--- config.mk ---
export PLATFORM = sky130hd
export DESIGN_NAME = opl_host_port
export DESIGN_NICKNAME = d
export VERILOG_FILES = /design/src/source/opl_pkg.sv /design/src/source/opl_host_port.sv
export SDC_FILE = /design/constraint.sdc
export NUM_CORES = 1
export LEC_CHECK = 0
export ABC_AREA = 1
export BUFFER_PORTS_ARGS = -buffer_cell sky130_fd_sc_hd__buf_2
export CORE_ASPECT_RATIO = 1.4
export CORE_MARGIN = 2
export CORE_UTILIZATION = 38
export CTS_BUF_LIST = sky130_fd_sc_hd__clkbuf_2
export DETAILED_ROUTE_END_ITERATION = 10
export PLACE_DENSITY_LB_ADDON = 0.08
export SYNTH_ARGS = -nofsm -noshare
export SYNTH_HDL_FRONTEND = slang
export SYNTH_SLANG_ARGS = --single-unit
--- constraint.sdc ---
create_clock -name clk -period 1 [get_ports clk]
set_clock_uncertainty 0.1 [all_clocks]
set_input_delay 0.2 -clock clk [delete_from_list [all_inputs] [get_ports clk]]
set_output_delay 0.2 -clock clk [all_outputs]
set_load 0.02 [all_outputs]
--- src/source/opl_pkg.sv ---
/*
 * opl host front end shared definitions
 * register indexes, host window addresses, management map,
 * timer widths and prescale shifts
 */

package opl_pkg;

    // chip register space, bit 8 picks the high bank
    localparam int INDEX_W   = 9;
    localparam int REG_COUNT = 512;

    // timer registers in the low bank
    localparam logic [INDEX_W-1:0] REG_TIMER1     = 9'd2;
    localparam logic [INDEX_W-1:0] REG_TIMER2     = 9'd3;
    localparam logic [INDEX_W-1:0] REG_TIMER_CTRL = 9'd4;

    // sound-card window, 16 addresses
    localparam logic [3:0] SB_ADDR_INDEX_LO = 4'd8;
    localparam logic [3:0] SB_ADDR_DATA     = 4'd1;
    localparam logic [3:0] SB_ADDR_DATA_ALT = 4'd9;
    localparam logic [3:0] SB_ADDR_INDEX_HI = 4'd2;
    localparam logic [3:0] SB_ADDR_DATA_HI  = 4'd3;

    // fm-only window, 4 addresses
    localparam logic [1:0] FM_ADDR_INDEX_LO = 2'd0;
    localparam logic [1:0] FM_ADDR_DATA     = 2'd1;
    localparam logic [1:0] FM_ADDR_INDEX_HI = 2'd2;
    localparam logic [1:0] FM_ADDR_DATA_HI  = 2'd3;

    // management map
    localparam logic [8:0] MGMT_ADDR_PERIOD = 9'd256;

    // base period and timer resolution
    localparam int PERIOD_W = 13;
    localparam int RES_W    = 15;

    // status id bits reported outside opl3 mode
    localparam logic [4:0] CHIP_ID_OPL2 = 5'd6;

    // timer 2 runs four times slower than timer 1
    localparam int TIMER1_SHIFT = 0;
    localparam int TIMER2_SHIFT = 2;

endpackage

--- src/source/opl_host_port.sv ---
/*
 * opl host port
 * decodes the sound-card and fm i/o windows, keeps the 9-bit
 * register index, forms the data write strobe and returns the
 * timer status byte on reads
 */

`timescale 1ns/10ps

module opl_host_port (
    input  logic                        clk,
    input  logic                        rst_n,

    // sound-card window
    input  logic [3:0]                  sb_address,
    input  logic                        sb_write,
    input  logic [7:0]                  sb_writedata,
    output logic [7:0]                  sb_readdata,

    // fm window
    input  logic [1:0]                  fm_address,
    input  logic                        fm_write,
    input  logic [7:0]                  fm_writedata,
    output logic [7:0]                  fm_readdata,
    input  logic                        fm_mode,

    // flags from timer control
    input  logic                        timer1_overflow,
    input  logic                        timer2_overflow,

    // chip register write side
    output logic [opl_pkg::INDEX_W-1:0] index,
    output logic                        io_write,
    output logic [7:0]                  io_writedata
);

    logic       sb_index_lo;
    logic       sb_index_hi;
    logic       fm_index_lo;
    logic       fm_index_hi;
    logic       sb_data;
    logic       fm_data;
    logic [4:0] status_id;
    logic [7:0] status;

    // index address hits, high bank only in opl3 mode
    assign sb_index_lo = sb_write && (sb_address == opl_pkg::SB_ADDR_INDEX_LO);
    assign sb_index_hi = sb_write && fm_mode && (sb_address == opl_pkg::SB_ADDR_INDEX_HI);
    assign fm_index_lo = fm_write && (fm_address == opl_pkg::FM_ADDR_INDEX_LO);
    assign fm_index_hi = fm_write && fm_mode && (fm_address == opl_pkg::FM_ADDR_INDEX_HI);

    // data address hits
    assign sb_data = sb_write && ((sb_address == opl_pkg::SB_ADDR_DATA) ||
                                  (sb_address == opl_pkg::SB_ADDR_DATA_ALT) ||
                                  (fm_mode && sb_address == opl_pkg::SB_ADDR_DATA_HI));
    assign fm_data = fm_write && ((fm_address == opl_pkg::FM_ADDR_DATA) ||
                                  (fm_mode && fm_address == opl_pkg::FM_ADDR_DATA_HI));

    // index register
    // sound-card window wins over fm window
    always_ff @(posedge clk or negedge rst_n) begin
        if (!rst_n) begin
            index <= '0;
        end else if (sb_index_lo) begin
            index <= {1'b0, sb_writedata};
        end else if (sb_index_hi) begin
            index <= {1'b1, sb_writedata};
        end else if (fm_index_lo) begin
            index <= {1'b0, fm_writedata};
        end else if (fm_index_hi) begin
            index <= {1'b1, fm_writedata};
        end
    end

    // one strobe for both windows
    assign io_write     = sb_data || fm_data;
    // sound-card data whenever that bus writes
    assign io_writedata = sb_write ? sb_writedata : fm_writedata;

    // status byte: irq, t1, t2, id
    // opl3 reports zero id
    assign status_id = fm_mode ? 5'd0 : opl_pkg::CHIP_ID_OPL2;
    assign status    = {timer1_overflow | timer2_overflow,
                        timer1_overflow,
                        timer2_overflow,
                        status_id};

    // status only at the index addresses, open bus elsewhere
    assign sb_readdata = (sb_address == opl_pkg::SB_ADDR_INDEX_LO) ? status : 8'hFF;
    assign fm_readdata = (fm_address == opl_pkg::FM_ADDR_INDEX_LO) ? status : 8'hFF;

endmodule

==> impl_metrics.py <==
metrics = {
    "run_status": {
        "run_status": "finished, violations left",
        "violations": "setup timing",
    },
    "clock_network": {
        "clock-sinks": 9,
        "clkTransAtPathRegs_ns": 0.09,
        "clockBufferDepth": 2,
        "cts_max_level": 1,
        "cts_made_buffers": 3,
        "cts_tree": "built",
        "clockRootBuffer": "clkbuf_2",
        "worstSkewPairLatency_ns": 0.25,
    },
    "place": {
        "hpwl_um": 1890,
        "port-buffer-count": 62,
        "placed_cells": 214,
        "place_ws_ns": -0.195,
        "routabilityCongestion": 0.779,
        "post_dp_cell_area_mm2": 0.00129,
    },
    "setup_path": {
        "r2r_start": "index[0]",
        "critPathKind": "in2out",
        "crit_fanout": 4,
        "crit_arrival_ns": 0.89,
        "path_cells": "buf_8 > or2_4 > inv_4 > nand2_1 > buf_6",
        "cp.depth": 5,
        "critical_path_required_ns": 0.70,
        "startpoint_type": "primary input",
        "max_stage_delay_ns": 0.27,
        "crit_start": "fm_address[0]",
        "cp_slowest_cell": "or2_4",
        "path_buf_inv": 3,
        "cp-end-kind": "output pin",
        "rr_worst_depth": 4,
        "cp_top_family": "simple AND/OR/NAND/NOR gates",
    },
    "floorplanning": {
        "die_h_um": 61.5,
        "die_w_um": 45.0,
        "die-area_mm2": 0.00277,
        "start_util_pct": 40.7,
        "core-area_mm2": 0.00220,
        "rows": 20,
        "ios": 63,
    },
    "grt": {
        "use_met1_pct": 23.0,
        "overflow": 0,
        "grt_pass1_wl_um": 4730,
        "grt_pass1_vias": 1085,
        "met2_usage_pct": 48.2,
        "grt_usage_pct": 23.3,
        "met3_usage_pct": 2.64,
        "antenna_found_initial": 0,
        "grt_max_degree": 11,
        "busiest_layer": "met2",
    },
    "sta": {
        "hold_violations": 0,
        "rsz0062_at_grt": "yes",
        "min_period_over_period_pct": 119,
        "worstMarginPinSlew_ns": 0.242,
        "finalMaxSlewViolations": 0,
        "fin_ws_ns": -0.186,
        "slew_headroom_pct": 83.8,
        "period_needed_ns": 1.19,
        "max_freq_mhz": 843,
        "fin_hold_ws_ns": 0.160,
        "setup_viol": 42,
        "finalSetupTns_ns": -3.07,
    },
    "power": {
        "p_sw_uw": 698,
        "p_sw_share_pct": 39.3,
        "irDropWorstVdd_v": 0.000520,
        "power_density_mw_per_mm2": 910,
        "seqPwrFrac_pct": 27.0,
        "comb_power_share_pct": 59.9,
        "leakagePower_uw": 0.00106,
        "clockPowerShare_pct": 13.1,
        "internal_power_uw": 1080,
    },
    "final_layout": {
        "drive_gt1_share_pct": 73.6,
        "reg_top3": "index: 9 flops",
        "top_register": "index",
        "layout.nets": 246,
        "area_growth_pct": 118,
        "largest_reg_flops": 9,
        "seq_area_um2": 225,
        "finalNonFillerCells": 238,
        "insertedDiodeCount": 0,
        "n_fill_cell": 110,
        "fin_area_mm2": 0.00195,
        "multi_input_area_um2": 782,
    },
    "synthesis": {
        "async_flop_share_pct": 100,
        "synthesis.nets": 163,
        "synth_cell_type_count": 20,
        "avgSynthCellArea_um2": 6.69,
        "synth_top_area_share_pct": 25.1,
        "synth_edf_count": 0,
        "yosys_warnings": 0,
        "syn-cell-area_um2": 896,
        "ys.flop_type": "dfrtp_1",
        "yosys.area.top_type": "dfrtp_1",
        "ys_seq_elements": 9,
        "synthTopCellsByArea": "dfrtp_1, nand2_1, nand3_2, nand3_1, inv_1",
        "netlist_instances": 134,
        "ys_seq_area_share_pct": 25.1,
        "synth_most_common_cell": "nand2_1",
        "synth_common_cells": "nand2_1, inv_1, nand3_1",
    },
    "detailed_routing": {
        "drt_wl_total_um": 3710,
        "wire_per_inst_um": 15.6,
        "route.detailed.drc": 0,
        "dr_total_vias": 1236,
        "viasPerCell": 5.19,
        "dr.pass1.iters": 6,
        "ant_nets": 0,
        "drtIter0Drc": 28,
    },
    "hold_path": {
        "whs_path_depth": 5,
        "worstHoldStart": "sb_writedata[3]",
        "hold_path.class": "in2reg",
    },
    "job": {
        "cap_viol_max_count": 0,
    },
}
## metrics by stage
stage / utilization [%] / total power, µW
floorplan: - / 879
global placement: 58.7 / 1090
detailed placement: 58.7 / 1100
CTS: 80.3 / 1650
global route: 88.5 / 1850
finish: 88.5 / 1770
## worst paths after layout
check,to,slack [ns]
worst max-delay path,fm_readdata[6],-0.19
worst min-delay path,index[3],0.16
worst max register to register,index[0],0.03
worst min register to register,index[2],0.45
max in group asynchronous,index[7],0.40
min in group asynchronous,index[0],0.22
## cell usage in the layout (no fill, tap or decap)
cell type | synthesis | layout
nor2_1 | 12 | 3
a21oi_2 | 0 | 6
nand3_4 | 1 | 2
inv_6 | 0 | 2
inv_2 | 2 | 3
nor2_4 | 1 | 12
or2_4 | 0 | 1
buf_16 | 0 | 1
dfrtp_1 | 9 | 9
nand3_1 | 13 | 10
buf_2 | 1 | 25
buf_4 | 6 | 20
o211ai_1 | 1 | 1
buf_6 | 3 | 29
dlygate4sd3_1 | 0 | 1
nor3_4 | 0 | 1
nand3_2 | 9 | 11
buf_12 | 0 | 3
buf_8 | 0 | 6
nor2_2 | 2 | 1
a21oi_4 | 0 | 2
nand2_1 | 42 | 21
inv_1 | 16 | 12
inv_4 | 0 | 1
nor2_8 | 1 | 1
clkbuf_2 | 0 | 4
nand2_2 | 3 | 19
nand2_4 | 2 | 7
nand2_8 | 0 | 1
clkbuf_16 | 0 | 1
## per-layer routing
layer | wire (µm) | share of wire, %
met3 | 196 | 5.3
met5 | 0 | 0
met4 | 67 | 1.8
met2 | 2240 | 60
met1 | 1210 | 33
## tightest hold or removal path, delay by kind of cell
kind	cells	cell delay (ns)
buf+inv	2	0.12
simple gates	3	0.16
## final cells by class
class	instances	share of cell area (%)
sequential	9	11.6
multi-input combinational	99	40.1
inverter	18	4.11
clock buffer	4	1.03
timing repair buffer	86	41.8
tap	22	1.41
## cell families after synthesis
group | Yosys count | share of synthesized area, %
AO/OA/AOI/OAI | 9 | 5.31
flip-flops | 9 | 25.1
buffers and inverters | 28 | 16.9
AND/OR/NAND/NOR | 88 | 52.7
## what timing repair did
item / CTS / global route
pin swaps: 18 / 14
cloned: 1 / 3
hold endpoints to repair: 9 / 0
gates resized for setup: 98 / 35
hold buffers: 1 / 0
setup buffers: 13 / 3
endpoints found under the setup margin: 34 / 40
## power groups by stage
stage	sequential, µW	clock [µW]	combinational, µW
after floorplan	559	0	320
after global placement	468	0	618
after detailed placement	474	0	625
after CTS	480	231	937
after global routing	488	240	1120
final	480	232	1060
Note: power is estimated with default switching activity, not from simulation.
