File: src/source/opl_pkg.sv
/*
 * opl host front end shared definitions
 * register indexes, host window addresses, management map,
 * timer widths and prescale shifts
 */

package opl_pkg;

    // chip register space, bit 8 picks the high bank
    localparam int INDEX_W   = 9;
    localparam int REG_COUNT = 512;

    // timer registers in the low bank
    localparam logic [INDEX_W-1:0] REG_TIMER1     = 9'd2;
    localparam logic [INDEX_W-1:0] REG_TIMER2     = 9'd3;
    localparam logic [INDEX_W-1:0] REG_TIMER_CTRL = 9'd4;

    // sound-card window, 16 addresses
    localparam logic [3:0] SB_ADDR_INDEX_LO = 4'd8;
    localparam logic [3:0] SB_ADDR_DATA     = 4'd1;
    localparam logic [3:0] SB_ADDR_DATA_ALT = 4'd9;
    localparam logic [3:0] SB_ADDR_INDEX_HI = 4'd2;
    localparam logic [3:0] SB_ADDR_DATA_HI  = 4'd3;

    // fm-only window, 4 addresses
    localparam logic [1:0] FM_ADDR_INDEX_LO = 2'd0;
    localparam logic [1:0] FM_ADDR_DATA     = 2'd1;
    localparam logic [1:0] FM_ADDR_INDEX_HI = 2'd2;
    localparam logic [1:0] FM_ADDR_DATA_HI  = 2'd3;

    // management map
    localparam logic [8:0] MGMT_ADDR_PERIOD = 9'd256;

    // base period and timer resolution
    localparam int PERIOD_W = 13;
    localparam int RES_W    = 15;

    // status id bits reported outside opl3 mode
    localparam logic [4:0] CHIP_ID_OPL2 = 5'd6;

    // timer 2 runs four times slower than timer 1
    localparam int TIMER1_SHIFT = 0;
    localparam int TIMER2_SHIFT = 2;

endpackage

File: src/source/opl_timer.sv
/*
 * opl interval timer
 * 8-bit up counter clocked by a prescaler of period << SHIFT,
 * pulses for one cycle on wrap and reloads the preset
 */

`timescale 1ns/10ps

module opl_timer #(
    parameter int SHIFT = 0
) (
    input  logic                         clk,
    input  logic                         rst_n,
    input  logic [opl_pkg::PERIOD_W-1:0] period,
    input  logic [7:0]                   preset,
    input  logic                         run,
    output logic                         overflow_pulse
);

    logic [opl_pkg::RES_W-1:0] resolution;
    logic [opl_pkg::RES_W-1:0] sub_counter;
    logic [7:0]                counter;
    logic                      run_q;
    logic                      run_rise;

    // widen period then scale by the prescale shift
    assign resolution = {{(opl_pkg::RES_W - opl_pkg::PERIOD_W){1'b0}}, period} << SHIFT;

    // start edge loads both counters
    assign run_rise = run && !run_q;

    always_ff @(posedge clk or negedge rst_n) begin
        if (!rst_n) begin
            run_q          <= 1'b0;
            counter        <= '0;
            sub_counter    <= '0;
            overflow_pulse <= 1'b0;
        end else begin
            run_q          <= run;
            overflow_pulse <= 1'b0;
            if (run_rise) begin
                counter     <= preset;
                sub_counter <= resolution;
            end else if (run) begin
                if (sub_counter == '0) begin
                    // one tick of the main counter
                    sub_counter <= resolution;
                    if (counter == 8'hFF) begin
                        // wrap: pulse and restart from preset
                        overflow_pulse <= 1'b1;
                        counter        <= preset;
                    end else begin
                        counter <= counter + 8'd1;
                    end
                end else begin
                    sub_counter <= sub_counter - 1'b1;
                end
            end
            // stopped timer holds its count
        end
    end

endmodule

File: src/source/opl_timer_ctrl.sv
/*
 * opl timer control
 * timer presets, mask and run bits, sticky overflow flags,
 * management base period register and both interval timers
 */

`timescale 1ns/10ps

module opl_timer_ctrl #(
    parameter int unsigned PERIOD_RESET = 2400
) (
    input  logic                        clk,
    input  logic                        rst_n,

    // chip register writes from the host port
    input  logic [opl_pkg::INDEX_W-1:0] index,
    input  logic                        io_write,
    input  logic [7:0]                  io_writedata,

    // management port
    input  logic [8:0]                  mgmt_address,
    input  logic                        mgmt_write,
    input  logic [31:0]                 mgmt_writedata,

    // sticky flags to the status byte
    output logic                        timer1_overflow,
    output logic                        timer2_overflow
);

    // reset value cut to the period field
    localparam logic [opl_pkg::PERIOD_W-1:0] PERIOD_INIT =
        PERIOD_RESET[opl_pkg::PERIOD_W-1:0];

    logic [opl_pkg::PERIOD_W-1:0] period;
    logic [7:0]                   timer1_preset;
    logic [7:0]                   timer2_preset;
    logic                         ctrl_write;
    logic                         flag_clear;
    // bit 0 is timer 1, bit 1 is timer 2
    logic [1:0]                   mask;
    logic [1:0]                   run;
    logic [1:0]                   pulse;
    logic [1:0]                   flags;

    // base period, cycles in one timer 1 tick
    always_ff @(posedge clk or negedge rst_n) begin
        if (!rst_n) begin
            period <= PERIOD_INIT;
        end else if (mgmt_write && mgmt_address == opl_pkg::MGMT_ADDR_PERIOD) begin
            period <= mgmt_writedata[opl_pkg::PERIOD_W-1:0];
        end
    end

    // preset registers
    always_ff @(posedge clk or negedge rst_n) begin
        if (!rst_n) begin
            timer1_preset <= '0;
            timer2_preset <= '0;
        end else if (io_write) begin
            if (index == opl_pkg::REG_TIMER1) begin
                timer1_preset <= io_writedata;
            end
            if (index == opl_pkg::REG_TIMER2) begin
                timer2_preset <= io_writedata;
            end
        end
    end

    // control register, bit 7 means flag reset instead
    assign ctrl_write = io_write && (index == opl_pkg::REG_TIMER_CTRL);
    assign flag_clear = ctrl_write && io_writedata[7];

    always_ff @(posedge clk or negedge rst_n) begin
        if (!rst_n) begin
            mask <= '0;
            run  <= '0;
        end else if (ctrl_write && !io_writedata[7]) begin
            mask <= {io_writedata[5], io_writedata[6]};
            run  <= {io_writedata[1], io_writedata[0]};
        end
    end

    // sticky flags
    // an unmasked pulse beats a clear in the same cycle
    always_ff @(posedge clk or negedge rst_n) begin
        if (!rst_n) begin
            flags <= '0;
        end else begin
            flags <= (flag_clear ? 2'b00 : flags) | (pulse & ~mask);
        end
    end

    assign timer1_overflow = flags[0];
    assign timer2_overflow = flags[1];

    // timer 1 at the base period
    opl_timer #(
        .SHIFT (opl_pkg::TIMER1_SHIFT)
    ) u_timer1 (
        .clk            (clk),
        .rst_n          (rst_n),
        .period         (period),
        .preset         (timer1_preset),
        .run            (run[0]),
        .overflow_pulse (pulse[0])
    );

    // timer 2 at four base periods
    opl_timer #(
        .SHIFT (opl_pkg::TIMER2_SHIFT)
    ) u_timer2 (
        .clk            (clk),
        .rst_n          (rst_n),
        .period         (period),
        .preset         (timer2_preset),
        .run            (run[1]),
        .overflow_pulse (pulse[1])
    );

endmodule

File: config.mk
export PLATFORM = sky130hd
export DESIGN_NAME = opl_timer_ctrl
export DESIGN_NICKNAME = d
export VERILOG_FILES = /design/src/source/opl_pkg.sv /design/src/source/opl_timer.sv /design/src/source/opl_timer_ctrl.sv
export SDC_FILE = /design/constraint.sdc
export NUM_CORES = 1
export LEC_CHECK = 0
export BUFFER_PORTS_ARGS = -buffer_cell sky130_fd_sc_hd__buf_2
export CAP_MARGIN = 10
export CORE_MARGIN = 3
export CORE_UTILIZATION = 25
export CTS_BUF_LIST = sky130_fd_sc_hd__clkbuf_2 sky130_fd_sc_hd__clkbuf_4 sky130_fd_sc_hd__clkbuf_8
export CTS_CLUSTER_DIAMETER = 80
export DETAILED_ROUTE_END_ITERATION = 8
export PLACE_DENSITY = 0.48
export SKIP_LAST_GASP = 1
export SLEW_MARGIN = 20
export SYNTH_ARGS = -nofsm -noshare
export SYNTH_HDL_FRONTEND = slang
export SYNTH_SLANG_ARGS = --single-unit
export TNS_END_PERCENT = 20
File: constraint.sdc
create_clock -name clk -period 2.3 [get_ports clk]
set_input_delay 0.345 -clock clk [delete_from_list [all_inputs] [get_ports clk]]
set_output_delay 0.345 -clock clk [all_outputs]
set_load 0.02 [all_outputs]
==> impl_metrics.toml, run 1 <==
[outcome]
outcome = "finished clean"

[synth]
yosysTopAreaCell = "dfrtp_1"
ys_ff_latch = 85
syn-mean-instance-area_um2 = 9.76
seq_area_frac_synth_pct = 47.5
ys_top_cells_by_count = "dfrtp_1 (81), a21oi_1 (49), nand2_1 (41)"
ys.flop_type = "dfrtp_1"
synth_edf_count = 0
synth_top_cell_area_share_pct = 45.1
async_flop_share_pct = 100
yosys-top-cells-area = "dfrtp_1 (45%), mux2_2 (7.3%), a21oi_1 (5.5%)"
ys_warn_count = 0
synth_nets = 528
synth_most_common_cell = "dfrtp_1"
synthCells = 460
synth_cell_types = 64
syn_area_um2 = 4490

[clock_tree]
clk_path_buf_depth = 2
cts_buffers = 9
clk_latency_ps = 360
cts.sinks = 85
cts_setup_buffers = 0
clk_pin_slew_ps = 90
htreeDepth = 3
cts_tree = "yes"
clockRootBuffer = "clkbuf_8"

[routing]
drt-wirelength-per-cell_um = 15.3
viasPerCell = 5.03
drt_iter0_drc = 340
routed_wl_um = 11400
drc = 0
final_antenna_net_count = 0
dr.pass1.iters = 5
num_vias = 3739

[global_routing]
grt-ovfl-total = 0
globalRouteTotalUtil_pct = 12.1
grt_pass1_vias = 3624
grt_max_degree = 54
grt_pass1_wl_um = 19000
antenna_found_initial = 0

[placed_design]
gp_congestion = 0.827
hpwl_um = 8260
placed_area_um2 = 5050
io_buffer_count = 44
placedCellCount = 727

[critical_path]
rr_endpoint = "u_timer2.counter[7]"
required_ps = 2550
worst_path_largest_cell_delay_ps = 400
startpoint = "u_timer2.sub_counter[0]"
end_kind = "flop"
cp_slowest_cell = "dfrtp_1"
path_class = "reg -> reg"
critPathLaunchType = "flop"
r2r_slack_ps = 220
critPathMaxFanout = 22
r2r_start = "u_timer2.sub_counter[0]"
critPathArrivalTime_ps = 2330
worstRegToRegCells = 8
path_cells = "inv_1 > ha_1 > nor4b_4 > nand2_1 > o31ai_2 > buf_12 > o21ai_0 > a22o_1"

[layout]
syn_to_final_growth_pct = 17.2
layout.cells.non_filler = 744
n_antenna_cell = 0
finalInstanceArea_um2 = 5260
finalNetCount = 582
drive_above_1_share_pct = 23.9

[min_path]
holdPathEnd = "period[5]"
hold_class = "in -> reg"
holdCritStartpoint = "mgmt_writedata[5]"
holdPathStages = 2

[power]
p_leak_nw = 2.31
ir_worst_vdd_mv = 0.297
powerDensity_nw_per_um2 = 806
total_power_mw = 4.24

[timing]
timing.final.max_slew_violations = 0
setup_viol = 0
worstMarginPinSlew_ps = 561
rsz0062_at_grt = "no"
min_period_ps = 2080
skew_ps = 9.35
finalSetupTns_ps = 0
clock.fmax_mhz = 481
min_period_over_period_pct = 90.4
max_slew_margin_pct = 62.4
hold_violations = 0

[floorplanning]
row_count = 48
start_util_pct = 25.8
fp.dieH_um = 140
ios = 64
core_area_um2 = 17400
die_w_um = 140
dieArea_um2 = 19600

[run]
cap_violations = 0
-- registers in the layout, summed over array words and instances (netlist names), 2 cells and up --
register	cells
mask	2
period	13
u_timer1.sub_counter	15
u_timer1.counter	8
timer1_preset	8
flags	2
timer2_preset	8
u_timer2.sub_counter	15
run	2
u_timer2.counter	8
-- layer usage --
metal  part of all wire (%)  vias to the layer above  global-route usage, %
li1                       -                     1820                      -
met1                     50                     1801                   17.8
met2                     42                      108                   17.3
met3                    5.7                       10                   3.35
met4                    1.5                        0                   3.67
met5                      0                        -                      0
-- worst max path at each step --
stage,to,slack [ps],cells past startpoint
floorplan,u_timer2.counter[3],360,8
global placement,u_timer2.counter[7],260,8
detailed placement,u_timer2.counter[7],210,8
CTS,u_timer2.counter[7],210,8
global route,u_timer2.counter[7],70,8
finish,u_timer2.counter[7],220,8
-- power by group --
part / switching, mW / total (mW) / internal [mW]
combinational: 0.594 / 1.09 / 0.498
clock: 0.563 / 1.08 / 0.512
sequential: 0.340 / 2.08 / 1.74
total: 1.50 / 4.24 / 2.75
-- timing repair --
action / in CTS / in global routing
hold buffers: 1 / 0
endpoints found under the hold margin: 32 / 0
endpoints found under the setup margin: 0 / 2
gates resized for setup: 0 / 1
-- cell families (layout without fill, tap and decap cells) --
| family | after synthesis | in the layout | synth area share (%) |
|---|---|---|---|
| flops | 85 | 85 | 47.5 |
| simple gates | 175 | 175 | 21.6 |
| buf+inv | 31 | 90 | 3.15 |
| xor+xnor | 1 | 1 | 0.195 |
| compound gates | 128 | 128 | 17.5 |
| fa+ha+maj | 6 | 6 | 1.67 |
| mux | 34 | 34 | 8.38 |
-- critical path: cells and delay by family, from the launching register on --
kind | cells | cell delay (ps)
AOI/OAI and AO/OA | 3 | 670
and+or+nand+nor | 2 | 420
DFF | 1 | 400
buffers and inverters | 2 | 320
adders and majority gates | 1 | 160
-- layout make-up --
class / instances / area (um^2)
timing repair buffer: 61 / 378
inverter: 13 / 48.8
multi-input combinational: 344 / 2230
clock buffer: 10 / 131
sequential: 85 / 2130
clock inverter: 6 / 63.8
tap: 225 / 282
fill: 1836 / 12200
-- metrics by stage --
step                      worst slack [ps]  util, %  hold slack (ps)
after detailed placement               215     29.0              334
after CTS                              210     30.2              192
final                                  220     30.2              213
after floorplan                        360        -             49.4
after global placement                 265     29.0              326
after global routing                  70.3     30.2              194
-- cell usage in the layout (no fill, tap or decap), types with 3 or more instances in the layout --
cell	count
o21ai_1	5
or3_1	3
a21oi_1	49
dfrtp_1	81
o211ai_1	4
a22o_1	5
nor2_1	30
buf_2	43
nor4_1	10
nand3b_1	5
o31ai_1	5
mux2_2	29
o21ai_0	32
nand3_1	21
and2_1	3
nor3b_1	3
nor3_1	16
a21boi_0	3
nand4_1	13
dfstp_2	4
o311ai_0	4
clkbuf_8	9
nor2b_1	3
nor4_2	3
buf_4	15
nand2_1	41
inv_1	12
mux2i_1	5
a221o_1	3
nand2b_1	9
nor4b_4	3
ha_1	6
(Power assumes the default switching activity.)
==> inputs of run 2 (changes only) <==
- BUFFER_PORTS_ARGS: -buffer_cell sky130_fd_sc_hd__buf_2 -> unset
- CTS_CLUSTER_SIZE: unset -> 14
- DONT_BUFFER_PORTS: unset -> 1
- PLACE_DENSITY: 0.48 -> 0.45
==> run 2 against run 1 <==
Clock-buffer cell count rose by 2. Non-clock buffer count decreased by 40. Core utilization is 1.0 points lower. Maximum frequency rose by 1.0%. Worst setup slack gained 21 ps. Critical path type unchanged. Largest cell class unchanged.
==> impl_metrics.toml, run 2 (same netlist as run 1, synthesis figures left out) <==
[floorplanning]
row_count = 48
dieArea_um2 = 19600
core_area_um2 = 17400
start_util_pct = 25.8
die_w_um = 140
fp.dieH_um = 140
ios = 64

[clock_tree]
htreeDepth = 3
cts.sinks = 85
clockRootBuffer = "clkbuf_8"
cts_buffers = 9
clk_path_buf_depth = 2
cts_tree = "yes"
postCtsResizedCells = 0
clk_pin_slew_ps = 90
clk_latency_ps = 360
cts_setup_buffers = 0

[routing]
met3WireLength_um = 770
top_layer = "met4"
drt-wirelength-per-cell_um = 16.1
num_vias = 3574
drt_iter0_drc = 305
drc = 0
final_antenna_net_count = 0
dr.pass1.iters = 4
routed_wl_um = 11400
viasPerCell = 5.08
route.met2.wl_um = 4920
drt-met1-wl_um = 5540

[timing]
holdWs_ps = 104
timing.final.max_slew_violations = 0
clock.fmax_mhz = 486
max_slew_margin_pct = 61.3
min_period_over_period_pct = 89.5
finalSetupTns_ps = 0
hold_violations = 0
rsz0062_at_grt = "no"
setup_ws_ps = 241
skew_ps = 9.24
min_period_ps = 2060
worstMarginPinSlew_ps = 576
setup_viol = 0

[layout]
finalNetCount = 542
syn_to_final_growth_pct = 13.2
final_common_cell = "dfrtp_1"
n_antenna_cell = 0
fin_util_pct = 29.2
drive_above_1_share_pct = 17.5
fillCellCount = 1870
multi_input_comb_area_um2 = 2220
regArea_um2 = 2130
mostFrequentLayoutCells = "dfrtp_1 (81), a21oi_1 (49), nand2_1 (41), o21ai_0 (32), nor2_1 (30)"
reg_top3 = "u_timer1.sub_counter: 15 flops, u_timer2.sub_counter: 15 flops, period: 13 flops"

[critical_path]
r2r_slack_ps = 240
path_cells = "inv_1 > ha_1 > nor4b_2 > nand4_1 > nor3_1 > o21ai_0 > a221o_1"
path_delay_family = "simple AND/OR/NAND/NOR gates"
startpoint = "u_timer1.sub_counter[0]"
cp_slowest_cell = "dfrtp_1"
worst_path_largest_cell_delay_ps = 430
r2r_start = "u_timer1.sub_counter[0]"
cp_num_cells = 7
worstRegToRegCells = 7
path_class = "reg -> reg"
critPathLaunchType = "flop"
critPathArrivalTime_ps = 2300
critPathMaxFanout = 5
end_kind = "flop"
worstPathBufferInverterCount = 1
required_ps = 2540

[placed_design]
gp_congestion = 0.843
hpwl_um = 8040
io_buffer_count = 0
dp_worst_setup_slack_ps = 275

[global_routing]
grt_pass1_vias = 3644
antenna_found_initial = 0
globalRouteTotalUtil_pct = 12.1
grt-ovfl-total = 0
grt_pass1_wl_um = 19200
grt_max_degree = 86

[power]
pwr-share-comb_pct = 24.8
seqPwrFrac_pct = 47.2
p_clk_share_pct = 27.9
power.internal_mw = 2.90
total_power_mw = 4.36
ir_worst_vdd_mv = 0.317
powerDensity_nw_per_um2 = 858
p_leak_nw = 2.17
p_sw_share_pct = 33.6
p_sw_mw = 1.47

[min_path]
holdCritStartpoint = "io_writedata[5]"
holdPathStages = 2
hold_class = "in -> reg"

[outcome]
outcome = "finished clean"

[run]
cap_violations = 0
[run 2: cell count changes in the layout (fill, tap and decap cells not counted)]
cell / delta
clkbuf_4: +1
clkbuf_8: +1
buf_4: +4
clkinvlp_4: -1
buf_16: +1
nor4b_2: +1
buf_12: -2
clkinv_2: -1
bufinv_16: +1
clkinv_4: -1
nor4b_4: -1
buf_2: -43
[run 2: worst paths after layout]
path,to
setup / recovery,u_timer1.counter[6]
hold / removal,mask[1]
min in group asynchronous,u_timer2.sub_counter[6]
setup reg to reg,u_timer1.counter[6]
hold reg to reg,flags[1]
max in group asynchronous,u_timer2.sub_counter[4]
[run 2: area by class of cell]
type                    instances  share of cell area [%]
inverters                      13                   0.959
multi-input cells             344                    43.6
clock inverters                 4                    1.43
well taps                     225                    5.54
clock buffers                  12                    3.00
repair buffers                 21                    3.54
flip-flops and latches         85                    41.9
[run 2: metal layers]
metal / global-route usage [%] / up-vias
met2: 17.4 / 89
li1: - / 1739
met3: 4.03 / 7
met4: 3.57 / 0
met1: 17.2 / 1739
met5: 0 / -
[run 2: power by group through the flow]
stage | Clock [mW] | Combinational, mW | Sequential [mW]
floorplan | 0 | 0.826 | 1.98
detailed placement | 0 | 1.04 | 2.08
CTS | 1.28 | 1.05 | 2.06
global placement | 0 | 1.02 | 2.08
finish | 1.22 | 1.08 | 2.06
global route | 1.34 | 1.25 | 2.11
[run 2: through the flow]
step | instances | instance area [um^2]
CTS | 702 | 5050
floorplan | 460 | 4490
global route | 704 | 5090
detailed placement | 686 | 4820
finish | 704 | 5090
global placement | 686 | 4820
==> inputs of run 3 (changes only) <==
- CORE_MARGIN: 3 -> unset
==> run 3 against run 2 <==
The run now ends with negative hold slack left. Worst hold slack got worse by 430 ps. Core utilization down 0.53 points. Worst setup slack worse by 49 ps. Sequential power barely moved. Final cell count decreased by 0.71%. Critical path type unchanged. Largest power group unchanged.
==> impl_metrics.toml, run 3 (same netlist as run 1, synthesis figures left out) <==
[power]
seqPwrFrac_pct = 50.6
power.internal_mw = 2.63
powerDensity_nw_per_um2 = 823
p_sw_mw = 1.48
pwr-share-comb_pct = 25.3
total_power_mw = 4.11
ir_worst_vdd_mv = 0.279
p_clk_share_pct = 24.1
p_leak_nw = 2.11
p_sw_share_pct = 35.9

[routing]
drc = 0
drt_iter0_drc = 241
routed_wl_um = 11200
final_antenna_net_count = 0
viasPerCell = 5.17
dr.pass1.iters = 5
num_vias = 3616
drt-wirelength-per-cell_um = 16.0

[floorplanning]
die_w_um = 136
core_area_um2 = 17400
fp.dieH_um = 136
row_count = 48
dieArea_um2 = 18500
ios = 64
start_util_pct = 25.8

[placed_design]
gp_congestion = 0.829
placedCellCount = 683
io_buffer_count = 0
dp_worst_setup_slack_ps = 209
hpwl_um = 7950
placed_area_um2 = 4800

[critical_path]
critPathArrivalTime_ps = 2360
path_cells = "inv_1 > ha_1 > nor4b_4 > nand2_1 > o31ai_2 > buf_6 > o21ai_0 > a22o_1"
worst_path_largest_cell_delay_ps = 410
cp_slowest_cell = "dfrtp_1"
critPathLaunchType = "flop"
end_kind = "flop"
r2r_start = "u_timer2.sub_counter[0]"
r2r_slack_ps = 190
path_class = "reg -> reg"
rr_endpoint = "u_timer2.counter[7]"
required_ps = 2550
critPathMaxFanout = 16
worstRegToRegCells = 8

[layout]
mostFrequentLayoutCells = "dfrtp_1 (81), a21oi_1 (49), nand2_1 (41), o21ai_0 (32), nor2_1 (30)"
reg_top3 = "u_timer1.sub_counter: 15 flops, u_timer2.sub_counter: 15 flops, period: 13 flops"
final_common_cell = "dfrtp_1"
finalInstanceArea_um2 = 4990
syn_to_final_growth_pct = 11.2
finalNetCount = 537
drive_above_1_share_pct = 16.9
n_antenna_cell = 0
layout.cells.non_filler = 699
fillCellCount = 1846

[timing]
setup_ws_ps = 192
clock.fmax_mhz = 474
holdWs_ps = -322
max_slew_margin_pct = 55.8
timing.final.max_slew_violations = 0
hold_violations = 85
min_period_over_period_pct = 91.7
min_period_ps = 2110
worstMarginPinSlew_ps = 660
rsz0062_at_grt = "yes"
setup_viol = 0
skew_ps = 10.7

[clock_tree]
htreeDepth = 3
clk_pin_slew_ps = 90
cts_buffers = 9
cts_tree = "yes"
clk_latency_ps = 360
clk_path_buf_depth = 2
cts_setup_buffers = 0
cts.sinks = 85
clockRootBuffer = "clkbuf_8"

[global_routing]
grt_pass1_vias = 3544
grt_max_degree = 86
antenna_found_initial = 0
globalRouteTotalUtil_pct = 13.1
grt-ovfl-total = 0
grt_pass1_wl_um = 18600

[min_path]
hold_class = "in -> async"

[outcome]
violations = "negative hold slack"
outcome = "finished with violations"

[run]
cap_violations = 0
-- run 3: critical path, delay by kind of cell, from the launching register on --
kind / cells / cell delay (ps)
AO/OA/AOI/OAI: 3 / 660
AND/OR/NAND/NOR: 2 / 430
buffers and inverters: 2 / 330
adder cells (fa/ha/maj): 1 / 170
flip-flops: 1 / 410
-- run 3: how the worst max path moves through the flow --
stage,from,endpoint,slack [ps]
floorplan,u_timer2.sub_counter[0],u_timer2.counter[3],360
global placement,u_timer2.sub_counter[0],u_timer2.counter[7],220
detailed placement,u_timer2.sub_counter[0],u_timer2.counter[7],210
CTS,u_timer2.sub_counter[0],u_timer2.counter[7],160
global route,u_timer2.sub_counter[0],u_timer2.counter[7],-1
finish,u_timer2.sub_counter[0],u_timer2.counter[7],190
-- run 3: what timing repair did --
action	CTS	global route
setup endpoints to repair	0	3
endpoints found under the hold margin	85	85
resized for setup	0	2
-- run 3: per-layer routing --
metal / global-route usage [%] / vias up / routed length [um]
met1: 18.4 / 1775 / 5570
met3: 3.88 / 9 / 690
met5: 0 / - / 0
li1: - / 1733 / -
met4: 3.89 / 0 / 146
met2: 19.1 / 99 / 4740
-- run 3: area by class of cell --
cell class / instances / area [um^2] / share of cell area [%]
Multi-Input combinational cell: 344 / 2230 / 44.6
Sequential cell: 85 / 2130 / 42.7
Tap cell: 225 / 282 / 5.64
Clock buffer: 10 / 131 / 2.63
Timing Repair Buffer: 16 / 124 / 2.48
Clock inverter: 6 / 48.8 / 0.977
Inverter: 13 / 48.8 / 0.977
-- run 3: metrics by stage --
stage,util [%],setup TNS [ps]
2_1_floorplan,-,0
3_3_place_gp,27.6,0
3_5_place_dp,27.6,0
4_1_cts,28.6,0
5_1_grt,28.7,-1.48
6_report,28.7,0
-- run 3: power groups by stage --
stage                     sequential [mW]  clock (mW)  combinational (mW)
after floorplan                      1.98           0               0.826
after global placement               2.07           0                1.01
after detailed placement             2.08           0                1.03
after CTS                            2.06        1.04                1.03
after global routing                 2.13        1.10                1.20
final                                2.08       0.991                1.04
